**config.mk**
```make
export PLATFORM = sky130hd
export DESIGN_NAME = ghrd_fabric_top
export DESIGN_NICKNAME = d
export VERILOG_FILES = /design/src/rtl/ghrd_pkg.sv /design/src/rtl/ghrd_fabric_top.sv /design/src/rtl/hps_reset_ctrl.sv /design/src/rtl/key_debounce.sv /design/src/rtl/reset_pulse_gen.sv
export VERILOG_INCLUDE_DIRS = /design/src /design/src/include
export SDC_FILE = /design/constraint.sdc
export NUM_CORES = 1
export LEC_CHECK = 0
export BUFFER_PORTS_ARGS = -buffer_cell sky130_fd_sc_hd__buf_2
export CAP_MARGIN = 20
export CORE_MARGIN = 2
export CORE_UTILIZATION = 55
export CTS_CLUSTER_DIAMETER = 40
export CTS_CLUSTER_SIZE = 16
export DETAILED_ROUTE_END_ITERATION = 10
export PLACE_DENSITY = 0.88
export SYNTH_ARGS = -nofsm -noshare
export SYNTH_HDL_FRONTEND = slang
export SYNTH_SLANG_ARGS = --single-unit
export TNS_END_PERCENT = 5
```
**constraint.sdc**
```tcl
create_clock -name clock_50 -period 1.95 [get_ports clock_50]
set_input_delay 0.0975 -clock clock_50 [delete_from_list [all_inputs] [get_ports clock_50]]
set_output_delay 0.0975 -clock clock_50 [all_outputs]
set_load 0.02 [all_outputs]
```
**src/include/ghrd_params.svh**
```systemverilog
/* GHRD fabric glue parameters
   widths, debounce time, sync depth and HPS reset pulse lengths */
`ifndef GHRD_PARAMS_SVH
`define GHRD_PARAMS_SVH

//============================================================
// board vector widths
//============================================================
`define GHRD_KEY_WIDTH        4      // push buttons, active low
`define GHRD_SW_WIDTH         10     // slide switches
`define GHRD_LED_WIDTH        9      // led lines from the processor pio
`define GHRD_STM_WIDTH        28     // hps trace event word

//============================================================
// timing
//============================================================
`define GHRD_SYNC_STAGES      2      // flops per async input
`define GHRD_DEBOUNCE_CYCLES  50000  // 1 ms at 50 MHz

// hps reset request pulse lengths in clocks
`define GHRD_COLD_PULSE       6
`define GHRD_WARM_PULSE       2
`define GHRD_DEBUG_PULSE      32

`endif

```
**src/rtl/ghrd_pkg.sv**
```systemverilog
/* GHRD fabric glue types
   shared vector types for keys, switches, leds, trace events and reset requests */
`include "ghrd_params.svh"

package ghrd_pkg;

	// board side vectors
	typedef logic [`GHRD_KEY_WIDTH-1:0] key_t;         // keys, 0 = pressed
	typedef logic [`GHRD_SW_WIDTH-1:0]  sw_t;          // switch levels
	typedef logic [`GHRD_LED_WIDTH-1:0] led_t;         // led drive, 1 = on

	// hps side vectors
	typedef logic [`GHRD_STM_WIDTH-1:0] stm_events_t;  // {pad, sw, led, key}

	// request levels into the hps reset block
	// bit 0 cold, bit 1 warm, bit 2 debug
	typedef logic [2:0] reset_req_t;

endpackage

```
**src/rtl/ghrd_fabric_top.sv**
```systemverilog
/* GHRD fabric glue top level
   key debounce, HPS reset requests, trace event word and led pass-through */
`timescale 1ns/10ps
`include "ghrd_params.svh"

module ghrd_fabric_top #(
	parameter int debounce_cycles = `GHRD_DEBOUNCE_CYCLES  // key stable time in clocks
) (
	input  logic                  clock_50,
	input  logic                  arst_n,
	input  ghrd_pkg::key_t        key,               // push buttons, active low
	input  ghrd_pkg::sw_t         sw,                // slide switches
	input  ghrd_pkg::led_t        led_pio,           // led lines from the processor
	input  ghrd_pkg::reset_req_t  reset_req,         // cold/warm/debug request levels
	output ghrd_pkg::led_t        ledr,              // board leds
	output ghrd_pkg::stm_events_t stm_hw_events,     // to hps trace
	output logic                  cold_reset_req_n,
	output logic                  warm_reset_req_n,
	output logic                  debug_reset_req_n
);
	import ghrd_pkg::*;

	// zero pad above the switch field
	localparam int stm_pad = `GHRD_STM_WIDTH - `GHRD_SW_WIDTH - `GHRD_LED_WIDTH
		- `GHRD_KEY_WIDTH;
	localparam stm_events_t stm_rst = stm_events_t'({`GHRD_KEY_WIDTH{1'b1}});  // keys released

	key_t key_db;  // cleaned keys

	//============================================================
	// key debounce and hps reset requests
	//============================================================
	key_debounce #(.debounce_cycles(debounce_cycles)) key_debounce_inst (
		.clock_50 (clock_50),
		.arst_n   (arst_n),
		.key      (key),
		.key_db   (key_db)
	);

	hps_reset_ctrl hps_reset_ctrl_inst (
		.clock_50          (clock_50),
		.arst_n            (arst_n),
		.reset_req         (reset_req),
		.cold_reset_req_n  (cold_reset_req_n),
		.warm_reset_req_n  (warm_reset_req_n),
		.debug_reset_req_n (debug_reset_req_n)
	);

	//============================================================
	// trace event word and leds
	//============================================================
	always_ff @(posedge clock_50 or negedge arst_n) begin
		if (!arst_n) begin
			stm_hw_events <= stm_rst;
		end else begin
			stm_hw_events <= {{stm_pad{1'b0}}, sw, led_pio, key_db};  // keys in the low bits
		end
	end

	assign ledr = led_pio;  // straight to the board

endmodule

```
**src/rtl/hps_reset_ctrl.sv**
```systemverilog
/* HPS reset request control
   synchronizes the cold, warm and debug request levels and turns each
   rising edge into its own fixed-length active-low request pulse */
`timescale 1ns/10ps
`include "ghrd_params.svh"

module hps_reset_ctrl (
	input  logic                 clock_50,
	input  logic                 arst_n,
	input  ghrd_pkg::reset_req_t reset_req,          // async levels, active high
	output logic                 cold_reset_req_n,
	output logic                 warm_reset_req_n,
	output logic                 debug_reset_req_n
);
	import ghrd_pkg::*;

	reset_req_t sync_q [`GHRD_SYNC_STAGES];  // request sync chain
	reset_req_t req_s;                       // synchronized requests

	assign req_s = sync_q[`GHRD_SYNC_STAGES-1];

	always_ff @(posedge clock_50 or negedge arst_n) begin
		if (!arst_n) begin
			for (int i = 0; i < `GHRD_SYNC_STAGES; i++) begin
				sync_q[i] <= '0;                 // no request pending
			end
		end else begin
			sync_q[0] <= reset_req;
			for (int i = 1; i < `GHRD_SYNC_STAGES; i++) begin
				sync_q[i] <= sync_q[i-1];
			end
		end
	end

	reset_pulse_gen #(.pulse_cycles(`GHRD_COLD_PULSE)) cold_pulse_inst (
		.clock_50    (clock_50),
		.arst_n      (arst_n),
		.req_sync    (req_s[0]),         // cold
		.reset_req_n (cold_reset_req_n)
	);

	reset_pulse_gen #(.pulse_cycles(`GHRD_WARM_PULSE)) warm_pulse_inst (
		.clock_50    (clock_50),
		.arst_n      (arst_n),
		.req_sync    (req_s[1]),         // warm
		.reset_req_n (warm_reset_req_n)
	);

	reset_pulse_gen #(.pulse_cycles(`GHRD_DEBUG_PULSE)) debug_pulse_inst (
		.clock_50    (clock_50),
		.arst_n      (arst_n),
		.req_sync    (req_s[2]),         // debug
		.reset_req_n (debug_reset_req_n)
	);

endmodule

```
**src/rtl/key_debounce.sv**
```systemverilog
/* key debounce
   per-key synchronizer followed by a stable-time counter, the cleaned
   key only follows the raw key once it has held for debounce_cycles */
`timescale 1ns/10ps
`include "ghrd_params.svh"

module key_debounce #(
	parameter int debounce_cycles = `GHRD_DEBOUNCE_CYCLES  // stable time in clocks, >= 1
) (
	input  logic           clock_50,
	input  logic           arst_n,
	input  ghrd_pkg::key_t key,     // raw keys from the board
	output ghrd_pkg::key_t key_db   // cleaned keys
);
	import ghrd_pkg::*;

	localparam int               cnt_w    = $clog2(debounce_cycles + 1);
	localparam logic [cnt_w-1:0] cnt_last = cnt_w'(debounce_cycles - 1);

	key_t             sync_q [`GHRD_SYNC_STAGES];  // sync chain, [0] samples the pin
	key_t             key_s;                       // synchronized keys
	logic [cnt_w-1:0] cnt_q [`GHRD_KEY_WIDTH];     // stable-time counter per key

	assign key_s = sync_q[`GHRD_SYNC_STAGES-1];    // last sync stage

	//============================================================
	// input synchronizer
	//============================================================
	always_ff @(posedge clock_50 or negedge arst_n) begin
		if (!arst_n) begin
			for (int i = 0; i < `GHRD_SYNC_STAGES; i++) begin
				sync_q[i] <= '1;                       // released
			end
		end else begin
			sync_q[0] <= key;
			for (int i = 1; i < `GHRD_SYNC_STAGES; i++) begin
				sync_q[i] <= sync_q[i-1];              // shift along the chain
			end
		end
	end

	//============================================================
	// stable-time counters
	//============================================================
	always_ff @(posedge clock_50 or negedge arst_n) begin
		if (!arst_n) begin
			key_db <= '1;                              // all keys released
			for (int k = 0; k < `GHRD_KEY_WIDTH; k++) begin
				cnt_q[k] <= '0;
			end
		end else begin
			for (int k = 0; k < `GHRD_KEY_WIDTH; k++) begin
				if (key_s[k] == key_db[k]) begin
					cnt_q[k] <= '0;                    // agree, or glitch gone
				end else if (cnt_q[k] == cnt_last) begin
					cnt_q[k]  <= '0;
					key_db[k] <= key_s[k];             // held long enough, accept
				end else begin
					cnt_q[k] <= cnt_q[k] + cnt_w'(1);  // still settling
				end
			end
		end
	end

endmodule

```
**src/rtl/reset_pulse_gen.sv**
```systemverilog
/* reset pulse generator
   rising edge on a synchronized request starts a fixed-length active-low
   pulse, further edges are dropped until the pulse is over */
`timescale 1ns/10ps

module reset_pulse_gen #(
	parameter int pulse_cycles = 1  // low time in clocks, >= 1
) (
	input  logic clock_50,
	input  logic arst_n,
	input  logic req_sync,     // request level, already synchronized
	output logic reset_req_n   // low while the pulse runs
);

	localparam int               cnt_w    = $clog2(pulse_cycles + 1);
	localparam logic [cnt_w-1:0] cnt_load = cnt_w'(pulse_cycles);

	logic             req_prev_q;  // edge stage
	logic             req_rise;    // 0 -> 1 on the request
	logic [cnt_w-1:0] cnt_q;       // remaining low cycles

	assign req_rise = req_sync & ~req_prev_q;

	always_ff @(posedge clock_50 or negedge arst_n) begin
		if (!arst_n) begin
			req_prev_q <= 1'b0;
			cnt_q      <= '0;            // idle, output high
		end else begin
			req_prev_q <= req_sync;
			if (cnt_q != '0) begin
				cnt_q <= cnt_q - cnt_w'(1);  // busy, edges ignored here
			end else if (req_rise) begin
				cnt_q <= cnt_load;           // start a new pulse
			end
		end
	end

	// counter is a register, so the pulse is glitch free
	assign reset_req_n = (cnt_q == '0);

endmodule

```
==> Word-level counts from Yosys, hierarchy flattened <==
Cells that the tools add are included.
{ "totals": {"regBits": 119, "latch_bits": 0, "ramBits": 0, "romBits": 0, "in_bits": 28, "output_inout_bits": 40, "elab_cells": 71, "memories": 0} }
{ "classes": {"add_sub_neg": 7, "multipliers": 0, "n_div": 0, "order_cmp": 0, "eq_ne": 8, "n_shift": 0, "muxes": 14, "bitwise_logic": 10, "n_reduce_logical": 13} }
{ "ops": {"columns": ["operator", "n"], "rows": [
  ["16-bit two-way mux", 8],
  ["16-bit by 1-bit adder with 16-bit output (second input constant)", 4],
  ["16-bit equality test (second input constant)", 4],
  ["6-bit two-way mux", 2],
  ["2-bit AND reduction", 4],
  ["2-bit nonzero test", 4],
  ["1-bit NOT", 7],
  ["6-bit logical NOT", 1],
  ["3-bit two-way mux", 2],
  ["6-bit nonzero test", 1],
  ["6-bit by 1-bit subtractor with 6-bit output (second input constant)", 1],
  ["1-bit equality test", 4],
  ["2-bit two-way mux", 2],
  ["1-bit bitwise AND", 3],
  ["3-bit logical NOT", 1],
  ["3-bit nonzero test", 1],
  ["3-bit by 1-bit subtractor with 3-bit output (second input constant)", 1],
  ["2-bit logical NOT", 1],
  ["2-bit by 1-bit subtractor with 2-bit output (second input constant)", 1]
]} }

==> Logic depth before layout (Yosys ltp) <==
Gate-level depths: netlist of run 1.
{ "depth": {"word_depth": 4, "mapped_depth": 6, "mapped_depth_nobuf": 6} }

==> Modules after synthesis <==
From an unflattened synthesis of run 1, not the netlist that was laid out.
{ "unflattened": {"cells_unflattened": 439, "hier_area_um2": 5047.3} }
{ "modules_own_cells": {"columns": ["module", "instances", "cells_per_inst", "area_per_inst_um2", "seq_area_each_um2"], "rows": [
  ["key_debounce", 1, 334, 3500.9, 1916.8],
  ["ghrd_fabric_top", 1, 38, 689.4, 580.6],
  ["reset_pulse_gen (hps_reset_ctrl_inst.debug_pulse_inst)", 1, 33, 359.1, 175.2],
  ["reset_pulse_gen (hps_reset_ctrl_inst.cold_pulse_inst)", 1, 17, 202.7, 100.1],
  ["hps_reset_ctrl", 1, 6, 150.1, 150.1],
  ["reset_pulse_gen (hps_reset_ctrl_inst.warm_pulse_inst)", 1, 11, 145.1, 75.1]
]} }

==> Least setup slack after synthesis of run 1 <==
Ideal clock, no wire load.
{ "synth_path": {"path_kind": "register -> register", "startpoint": "register key_debounce_inst.cnt_q[58] (netlist bit)", "endpoint": "register key_debounce_inst.cnt_q[55] (netlist bit)", "setup_ns": 0.119, "arrival_time_ns": 1.534, "required_ns": 1.831, "slack_ns": 0.298, "stages_incl_launch_ff": 5, "n_path_buf": 1, "path_cell_list": "dfrtp_1 or3_1 o41ai_4 buf_6 nor2_1"} }
{ "synth_via": {"elab_chain_len": 3} }
{ "synth_lines": {"columns": ["element", "line", "text"], "rows": [
  ["start: declaration", "key_debounce.sv:22", "logic [cnt_w-1:0] cnt_q [`GHRD_KEY_WIDTH];"],
  ["start signal: indexed assignment", "key_debounce.sv:59", "cnt_q[k] <= cnt_q[k] + cnt_w'(1);"],
  ["16-bit equality test", "key_debounce.sv:55", "end else if (cnt_q[k] == cnt_last) begin"],
  ["16-bit two-way mux", "key_debounce.sv:55", null],
  ["16-bit two-way mux", "key_debounce.sv:53", "if (key_s[k] == key_db[k]) begin"]
]} }
Every way passes these cells.
A chain may end at the register's enable or synchronous reset.

==> Worst setup path in the final report of run 1 <==
{ "layout_path": {"startpoint": "register key_debounce_inst.cnt_q[0] (netlist bit)", "endpoint": "register key_debounce_inst.cnt_q[14] (netlist bit)"} }
{ "layout_via": {"elab_chain_len": 3} }
{ "layout_lines": {"columns": ["element", "line"], "rows": [
  ["16-bit by 1-bit adder with 16-bit output or 16-bit equality test (tied branches)", "key_debounce.sv:59, key_debounce.sv:55"],
  ["16-bit two-way mux *", "key_debounce.sv:55"],
  ["16-bit two-way mux *", "key_debounce.sv:53"]
]} }
Every way passes the cells marked *; elsewhere a longest branch is shown, timed or not.

==> results of run 1 <==
==> cells in the final DEF (no fill, tap or decap), types with 12 or more instances in the layout <==
master,instances
dfrtp_1,103
nor2_1,87
buf_2,61
xnor2_1,54
dlygate4sd3_1,27
inv_1,26
nand3_1,23
nor4_1,22
nand2_1,16
clkbuf_16,16
dfstp_2,16
nor3_1,14
nand4_1,12
==> worst max path at each step <==
| stage | start | to | slack (ns) | depth (start not counted) |
|---|---|---|---|---|
| 5_1_grt | hps_reset_ctrl_inst.debug_pulse_inst.cnt_q[0] | debug_reset_req_n | -0.008 | 4 |
| 2_1_floorplan | key_debounce_inst.cnt_q[58] | key_debounce_inst.cnt_q[55] | 0.30 | 4 |
| 3_5_place_dp | key_debounce_inst.cnt_q[0] | key_debounce_inst.cnt_q[14] | 0.20 | 5 |
| 3_3_place_gp | key_debounce_inst.cnt_q[44] | key_debounce_inst.cnt_q[36] | 0.30 | 5 |
| 4_1_cts | hps_reset_ctrl_inst.debug_pulse_inst.cnt_q[0] | debug_reset_req_n | 0.0005 | 4 |
| 6_report | key_debounce_inst.cnt_q[0] | key_debounce_inst.cnt_q[14] | 0.09 | 5 |
==> metal layers <==
layer  track usage  routed length [um]  vias up  share of wire
met5             0                   0        -              0
met4       0.07587                 240        0          0.022
met3       0.08217                 394       21          0.037
met2        0.4179                5787       90           0.54
met1        0.2696                4306     1786           0.40
li1              -                   -     1680              -
==> timing repair <==
action / CTS / global route
resized for setup: 0 / 2
hold endpoints to repair: 131 / 0
endpoints found under the setup margin: 0 / 1
hold buffers: 27 / 0
==> layout make-up <==
class                           count  area (um2)  share of cell area
Clock buffer                       25       474.2             0.07428
Clock inverter                      7       167.7             0.02626
Inverter                           26       97.59             0.01529
Multi-Input combinational cell    287        1828              0.2864
Sequential cell                   119        2998              0.4696
Tap cell                          108       135.1             0.02117
Timing Repair Buffer               99       683.2              0.1070
==> critical path, cell delays in order (launching register included) <==
cell     delay [ns]
dfrtp_1        0.39
ha_1           0.21
nand3_1        0.31
nor4_1         0.54
xnor2_1        0.21
nor2_1         0.08
==> logic make-up (layout without fill, tap and decap cells) <==
kind of cell / Yosys count / after routing
flip-flops: 119 / 119
adder cells (fa/ha/maj): 10 / 10
AND/OR/NAND/NOR: 187 / 187
AO/OA/AOI/OAI: 17 / 17
XOR/XNOR: 62 / 62
multiplexers: 6 / 6
buffers and inverters: 45 / 157
other: 1 / 5
==> cells in the mapped netlist, drive strengths merged <==
| cell | number | area share |
|---|---|---|
| conb | 1 | 0.00074 |
| inv | 26 | 0.019 |
| a41oi | 1 | 0.0017 |
| clkbuf | 1 | 0.00074 |
| o21ai | 6 | 0.0059 |
| buf | 18 | 0.030 |
| and3 | 1 | 0.0012 |
| nor4b | 2 | 0.0047 |
| nor2b | 2 | 0.0025 |
| a21oi | 5 | 0.0049 |
| dfrtp | 103 | 0.51 |
| o41ai | 4 | 0.022 |
| dfstp | 16 | 0.083 |
| nand2 | 16 | 0.012 |
| nor2 | 87 | 0.065 |
| nand4 | 12 | 0.015 |
| nand3 | 23 | 0.023 |
| nand2b | 1 | 0.0012 |
| xor2 | 8 | 0.014 |
| nor3 | 14 | 0.014 |
| mux2 | 5 | 0.011 |
| xnor2 | 54 | 0.094 |
| nor4 | 22 | 0.027 |
| or3 | 3 | 0.0047 |
| a311oi | 1 | 0.0017 |
| nand3b | 4 | 0.0059 |
| ha | 10 | 0.025 |
| mux2i | 1 | 0.0020 |
==> power groups by stage <==
stage | registers (mW) | logic (mW) | clock network, mW
4_1_cts | 2.80 | 0.811 | 3.41
3_3_place_gp | 2.82 | 0.661 | 0
5_1_grt | 2.83 | 0.909 | 3.55
3_5_place_dp | 2.84 | 0.721 | 0
2_1_floorplan | 2.83 | 0.481 | 0
6_report | 2.81 | 0.803 | 3.38
==> through the flow <==
stage | instances | TNS (ns) | worst slack, ns
after CTS | 671 | 0 | 0.0004619
after global routing | 671 | -0.007921 | -0.007921
final | 671 | 0 | 0.08889
after global placement | 612 | 0 | 0.2952
after floorplan | 451 | 0 | 0.2976
after detailed placement | 612 | 0 | 0.1968
==> sequential cells by signal (all words and copies together) (netlist names), 3 cells and up <==
register                                    cells
key_debounce_inst.cnt_q                        64
stm_hw_events                                  23
hps_reset_ctrl_inst.debug_pulse_inst.cnt_q      6
key_debounce_inst.key_db                        4
key_debounce_inst.key_s                         4
key_debounce_inst.sync_q                        4
hps_reset_ctrl_inst.cold_pulse_inst.cnt_q       3
hps_reset_ctrl_inst.req_s                       3
hps_reset_ctrl_inst.sync_q                      3
==> impl_metrics.tcl, run 1 <==
set metrics [dict create \
    insertedDiodeCount 0 \
    pwr-share-seq 0.401 \
    grt_pass1_vias 3826 \
    reg2reg_to "key_debounce_inst.cnt_q[14]" \
    synthSimpleGateAreaFrac 0.1754 \
    drv_slew 0 \
    postRouteWirelength_um 10730 \
    fp.dieH_um 99.89 \
    whs_ns 0.09392 \
    firstDrtPassIters 4 \
    p_sw_mw 1.680 \
    ys_seq_elements 119 \
    drc 0 \
    drt_iter0_drc 120 \
    cts_tree "done" \
    syn-mean-instance-area_um2 11.31 \
    num_rows 34 \
    insertion_delay_ns 0.52 \
    crit_fanout 8 \
    cts.sinks 119 \
    synth-compound-area-share 0.03612 \
    slew_headroom 0.6542 \
    grt_max_degree 44 \
    r2r-start "key_debounce_inst.cnt_q[0]" \
    synth_warnings 0 \
    grt_pass1_wl_um 18070 \
    setup_viol 0 \
    cts_max_level 4 \
    leakage_nw 2.825 \
    yosys.cell_types.count 31 \
    antenna_found_initial 0 \
    dr_total_vias 3577 \
    viasPerCell 5.331 \
    regToRegSetupSlack_ns 0.09 \
    ioPinCount 68 \
    hold_class "primary input to asynchronous set/reset pin" \
    syn_area_um2 5057 \
    drive_gt1_frac 0.2256 \
    cts_buffers 17 \
    start_kind "flip-flop" \
    cts_setup_buffers 0 \
    syn_inst 447 \
    final_core_util 0.7249 \
    ys_seq_area_frac 0.5928 \
    run_status "complete, no violations" \
    synthAdderAreaFrac 0.02474 \
    required_ns 2.35 \
    synthXorXnorAreaFrac 0.1074 \
    initial_core_util 0.5743 \
    clockPowerShare 0.484 \
    dp_hpwl_um 6572 \
    hold_viol 0 \
    ant_nets 0 \
    crit_type "flip-flop to flip-flop" \
    cts_root_buf "clkbuf_8" \
    portBuffers 62 \
    nets 588 \
    fin_crit_ns 1.861 \
    grt-ovfl-total 0 \
    syn2layout_area_growth_pct 26.22 \
    gp_congestion 0.8671 \
    ir_drop_v 0.0007261 \
    timing.final.crit_share 0.9544 \
    wl_per_cell_um 15.99 \
    die_x_um 99.89 \
    place_area_um2 5466 \
    p_comb_frac 0.115 \
    core_um2 8806 \
    final_area_um2 6384 \
    clk_pin_slew_ns 0.06 \
    arrival_ns 2.26 \
    p_per_area_nw_per_um2 1095 \
    synth_top_family_by_area "simple AND/OR/NAND/NOR gates" \
    worst_pin_slew_ns 0.5187 \
    worstRegToRegCells 5 \
    synth_mux_area_frac 0.01311 \
    final.setup_skew_ns 0.008608 \
    swShare 0.2403 \
    grt_usage 0.2363 \
    p_int_mw 5.309 \
    fillers 545 \
    power_mw 6.989 \
    dieArea_um2 9978 \
    clockBufferDepth 2 \
    max_cap_violations 0 \
    endpoint_kind "flip-flop" \
    max_freq_mhz 537.3 \
]
Note: power is estimated with default switching activity, not from simulation.
==> inputs of run 2 (changes only) <==
Settings changed: CORE_UTILIZATION 55 to 57, GPL_TIMING_DRIVEN set to 0, PLACE_DENSITY 0.88 to 0.9.
==> run 2 against run 1 <==
  * Core utilization up 2.6 points
  * Wire length up 10%
  * Setup slack worse by 0.065 ns
  * Final area up 2.1%
  * Critical path depth unchanged
  * Sequential cell count unchanged
==> impl_metrics.tcl, run 2 (synthesis gave the netlist of run 1 again) <==
set metrics [dict create \
    leakage_nw 2.903 \
    gp_congestion 0.8045 \
    fin_crit_ns 1.926 \
    insertion_delay_ns 0.52 \
    timing.final.crit_share 0.9876 \
    dr_total_vias 3783 \
    grt_max_degree 70 \
    wl_per_cell_um 17.18 \
    dieArea_um2 9642 \
    slew_headroom 0.5542 \
    nets 604 \
    largest_register_ffs 64 \
    ioPinCount 68 \
    arrival_ns 2.33 \
    num_rows 34 \
    crit_type "flip-flop to flip-flop" \
    slowest_stage "o41ai_4" \
    slowest_delay_ns 0.61 \
    dp_hpwl_um 6658 \
    cts_buffers 17 \
    reg_top3 "key_debounce_inst.cnt_q: 64 flops, stm_hw_events: 23 flops, hps_reset_ctrl_inst.debug_pulse_inst.cnt_q: 6 flops" \
    core_um2 8678 \
    p_per_area_nw_per_um2 1050 \
    clk_pin_slew_ns 0.06 \
    fp.dieH_um 98.20 \
    required_ns 2.35 \
    final_common_cell "dfrtp_1" \
    dp.cells 622 \
    drv_slew 0 \
    hold_viol 0 \
    crit_chain "nor4b_2, nand3b_1, o41ai_4, buf_6, nor2_1" \
    drc 0 \
    cts_tree "done" \
    layout_common_cells "103 x dfrtp_1, 87 x nor2_1, 61 x buf_2, 54 x xnor2_1, 27 x dlygate4sd3_1" \
    firstDrtPassIters 4 \
    initial_core_util 0.5828 \
    registers.top_by_ff_count "key_debounce_inst.cnt_q" \
    hold_class "primary input to asynchronous set/reset pin" \
    portBuffers 62 \
    crit_fanout 10 \
    run_status "complete, no violations" \
    antenna_found_initial 0 \
    grt_setup_unrepaired "true" \
    postRouteWirelength_um 11800 \
    grt_usage 0.2556 \
    grt_pass1_vias 4020 \
    worst_pin_slew_ns 0.6687 \
    final_area_um2 6515 \
    place_area_um2 5548 \
    setup_viol 0 \
    ir_drop_v 0.0005793 \
    cts_root_buf "clkbuf_8" \
    insertedDiodeCount 0 \
    syn2layout_area_growth_pct 28.82 \
    viasPerCell 5.507 \
    cts_max_level 4 \
    cts.sinks 119 \
    die_x_um 98.20 \
    drt_iter0_drc 170 \
    grt-ovfl-total 0 \
    max_cap_violations 0 \
    ant_nets 0 \
    final.setup_skew_ns 0.005294 \
    grt_pass1_wl_um 19150 \
    drive_gt1_frac 0.2660 \
    start_kind "flip-flop" \
    max_freq_mhz 519.3 \
    stdcell_count 687 \
    clockBufferDepth 2 \
    endpoint_kind "flip-flop" \
    finalSetupTns_ns 0 \
]
run 2: layout make-up:
type,count,area [um2]
multi-input combinational,287,1856
clock buffer,21,469.2
clock inverter,11,146.4
buffer,18,150.1
tap,108,135.1
timing repair buffer,97,663.1
sequential,119,2998
inverter,26,97.59
fill,532,2163
run 2: worst paths after layout:
check	to	depth (start not counted)	from	slack, ns
worst max-delay path	key_debounce_inst.cnt_q[14]	5	key_debounce_inst.cnt_q[13]	0.02
worst min-delay path	key_debounce_inst.cnt_q[21]	2	arst_n	0.16
worst max register to register	key_debounce_inst.cnt_q[14]	5	key_debounce_inst.cnt_q[13]	0.02
worst min register to register	hps_reset_ctrl_inst.req_s[2]	0	hps_reset_ctrl_inst.sync_q[5]	0.35
max in group asynchronous	key_debounce_inst.key_s[1]	3	arst_n	1.00
min in group clock_50	stm_hw_events[22]	2	sw[9]	0.21
run 2: worst max-delay path, delay by kind of cell, from the launching register on:
family | cells | cell delay [ns]
AND/OR/NAND/NOR | 3 | 0.56
AO/OA/AOI/OAI | 1 | 0.61
buffers and inverters | 1 | 0.22
flip-flops | 1 | 0.42
run 2: stage by stage:
step                      total power [mW]    util  worst slack, ns  hold WS (ns)
final                                6.842  0.7507          0.02427        0.1598
after global routing                 7.107  0.7507         -0.09510        0.2081
after CTS                            6.841  0.7421          0.02057        0.1625
after detailed placement             3.568  0.6393          0.02493        0.1674
after global placement               3.488  0.6358          -0.5310        0.2036
after floorplan                      3.308       -           0.2976       -0.1981
run 2: routing by layer:
layer | vias up | wire, um | track usage
met1 | 1905 | 4485 | 0.2810
li1 | 1712 | - | -
met4 | 0 | 457 | 0.1412
met5 | - | 0 | 0
met2 | 127 | 6346 | 0.4531
met3 | 39 | 515 | 0.06299
run 2: power breakdown:
| group | internal, mW | switching (mW) |
|---|---|---|
| registers | 2.66 | 0.153 |
| clock network | 2.08 | 1.12 |
| logic | 0.355 | 0.471 |
run 2: what timing repair did:
item                                    CTS  global route
setup buffers                             0             7
pin swaps                                 2             4
endpoints found under the setup margin   16            42
gates resized for setup                   2             5
hold buffers                             27             0
hold endpoints to repair                 74             0
gates cloned                              0             0
==> inputs of run 3 (changes only) <==
Settings changed: CORE_UTILIZATION 57 to 40, PLACE_DENSITY 0.9 to 0.7.
==> run 3 against run 2 <==
  * Clock skew rose by 0.0035 ns
  * Core utilization is 22 points lower
  * Fmax is 2.9% higher
  * Largest power group unchanged
  * Highest routed layer unchanged
  * Clock power shrank 3%
  * Register-to-register slack better by 0.07 ns
  * Sequential cell count unchanged
  * Largest cell class unchanged
==> impl_metrics.tcl, run 3 (synthesis gave the netlist of run 1 again) <==
set metrics [dict create \
    grt_pass1_vias 3522 \
    arrival_ns 1.77 \
    die_x_um 116.4 \
    ir_drop_v 0.0006740 \
    clk_pin_slew_ns 0.05 \
    gp_congestion 0.8480 \
    final.setup_skew_ns 0.008756 \
    p_per_area_nw_per_um2 1013 \
    grt_setup_unrepaired "true" \
    syn2layout_area_growth_pct 30.11 \
    required_ns 1.85 \
    pwr-share-seq 0.420 \
    p_int_mw 5.050 \
    p_comb_frac 0.117 \
    max_cap_violations 0 \
    final_common_cell "dfrtp_1" \
    cts.sinks 119 \
    max_freq_mhz 534.4 \
    met3WireLength_um 385 \
    crit_type "flip-flop to primary output" \
    grt_max_degree 62 \
    ant_nets 0 \
    drive_gt1_frac 0.2573 \
    insertedDiodeCount 0 \
    grt_pass1_wl_um 16720 \
    drv_slew 0 \
    fin_crit_ns 1.871 \
    wl_met2_um 4927 \
    fillers 1021 \
    clockBufferDepth 2 \
    insertion_delay_ns 0.41 \
    seqCellArea_um2 2998 \
    place_area_um2 5632 \
    highest_layer "met4" \
    dieArea_um2 13560 \
    reg_top3 "key_debounce_inst.cnt_q: 64 flops, stm_hw_events: 23 flops, hps_reset_ctrl_inst.debug_pulse_inst.cnt_q: 6 flops" \
    final_area_um2 6580 \
    core_um2 12470 \
    grt_usage 0.1615 \
    cts_buffers 17 \
    setup_viol 0 \
    largest_register_ffs 64 \
    drt_iter0_drc 219 \
    registers.top_by_ff_count "key_debounce_inst.cnt_q" \
    leakage_nw 2.899 \
    dp.cells 686 \
    cts_max_level 4 \
    met1_length_um 4510 \
    multi_input_area_um2 1859 \
    timing.final.crit_share 0.9595 \
    layout_common_cells "103 x dfrtp_1, 87 x nor2_1, 61 x buf_2, 54 x xnor2_1, 27 x dlygate4sd3_1" \
    regToRegSetupSlack_ns 0.09 \
    hold_viol 0 \
    hold_class "primary input to asynchronous set/reset pin" \
    viasPerCell 4.674 \
    stdcell_count 751 \
    fp.dieH_um 116.4 \
    dp_hpwl_um 6254 \
    p_sw_mw 1.619 \
    worst_pin_slew_ns 0.5606 \
    endpoint_kind "primary output" \
    num_rows 41 \
    drc 0 \
    run_status "complete, no violations" \
    wl_per_cell_um 13.27 \
    dr_total_vias 3510 \
    ioPinCount 68 \
    clockPowerShare 0.463 \
    cts_root_buf "clkbuf_16" \
    grt-ovfl-total 0 \
    initial_core_util 0.4057 \
    crit_fanout 7 \
    finalSetupTns_ns 0 \
    cts_tree "done" \
    slew_headroom 0.6263 \
    nets 604 \
    postRouteWirelength_um 9965 \
    start_kind "flip-flop" \
    antenna_found_initial 0 \
    portBuffers 62 \
    swShare 0.2428 \
    firstDrtPassIters 6 \
]
-- run 3: cell count changes in the layout (fill, tap and decap cells not counted), sizes merged --
cell | previous run | this run
buf | 88 | 87
clkinv | 6 | 4
clkbuf | 21 | 25
bufinv | 3 | 2
-- run 3: per-stage QoR --
step	hold slack [ns]	worst slack (ns)	util	power (mW)
finish	0.2249	0.07889	0.5279	6.668
global route	0.2751	-0.02041	0.5279	6.973
CTS	0.2453	0.02085	0.5213	6.712
detailed placement	0.1159	0.01288	0.4518	3.555
global placement	0.2036	-0.6080	0.4491	3.501
floorplan	-0.1981	0.2976	-	3.308
-- run 3: layout make-up --
| cell class | instances | share of cell area |
|---|---|---|
| plain buffers | 19 | 0.02339 |
| repair buffers | 96 | 0.1002 |
| well taps | 172 | 0.03271 |
| inverters | 26 | 0.01483 |
| clock buffers | 24 | 0.07625 |
| clock inverters | 8 | 0.01445 |
| flip-flops and latches | 119 | 0.4556 |
| multi-input cells | 287 | 0.2826 |
-- run 3: repair_timing --
item / in CTS / in global routing
gates resized for setup: 0 / 6
pin swaps: 2 / 5
hold buffers: 27 / 0
endpoints found under the setup margin: 16 / 45
gates cloned: 0 / 0
hold endpoints to repair: 76 / 0
buffers inserted: 0 / 6
-- run 3: worst max-delay path, stage by stage, from the launching register on --
cell      delay, ns
dfrtp_1        0.42
inv_1          0.12
ha_1           0.22
and3_1         0.16
clkbuf_1       0.23
buf_2          0.22
-- run 3: power groups by stage --
stage	Sequential [mW]	Clock (mW)	Combinational, mW
after floorplan	2.83	0	0.481
after global placement	2.82	0	0.684
after detailed placement	2.83	0	0.725
after CTS	2.79	3.15	0.773
after global routing	2.83	3.27	0.879
final	2.80	3.09	0.779
-- run 3: final timing paths --
| kind | startpoint | end | depth (start not counted) |
|---|---|---|---|
| min | arst_n | stm_hw_events[12] | 2 |
| max in group asynchronous | arst_n | key_debounce_inst.key_s[1] | 3 |
| min in group clock_50 | sw[4] | stm_hw_events[17] | 2 |
| min reg2reg | hps_reset_ctrl_inst.sync_q[4] | hps_reset_ctrl_inst.req_s[1] | 0 |
| max reg2reg | key_debounce_inst.cnt_q[44] | key_debounce_inst.cnt_q[42] | 5 |
| max | hps_reset_ctrl_inst.debug_pulse_inst.cnt_q[0] | debug_reset_req_n | 5 |
-- run 3: metal layers --
layer  track usage  up-vias
met2        0.2609       70
met1        0.2039     1717
met5             0        -
met4       0.06429        0
li1              -     1713
met3       0.04982       10
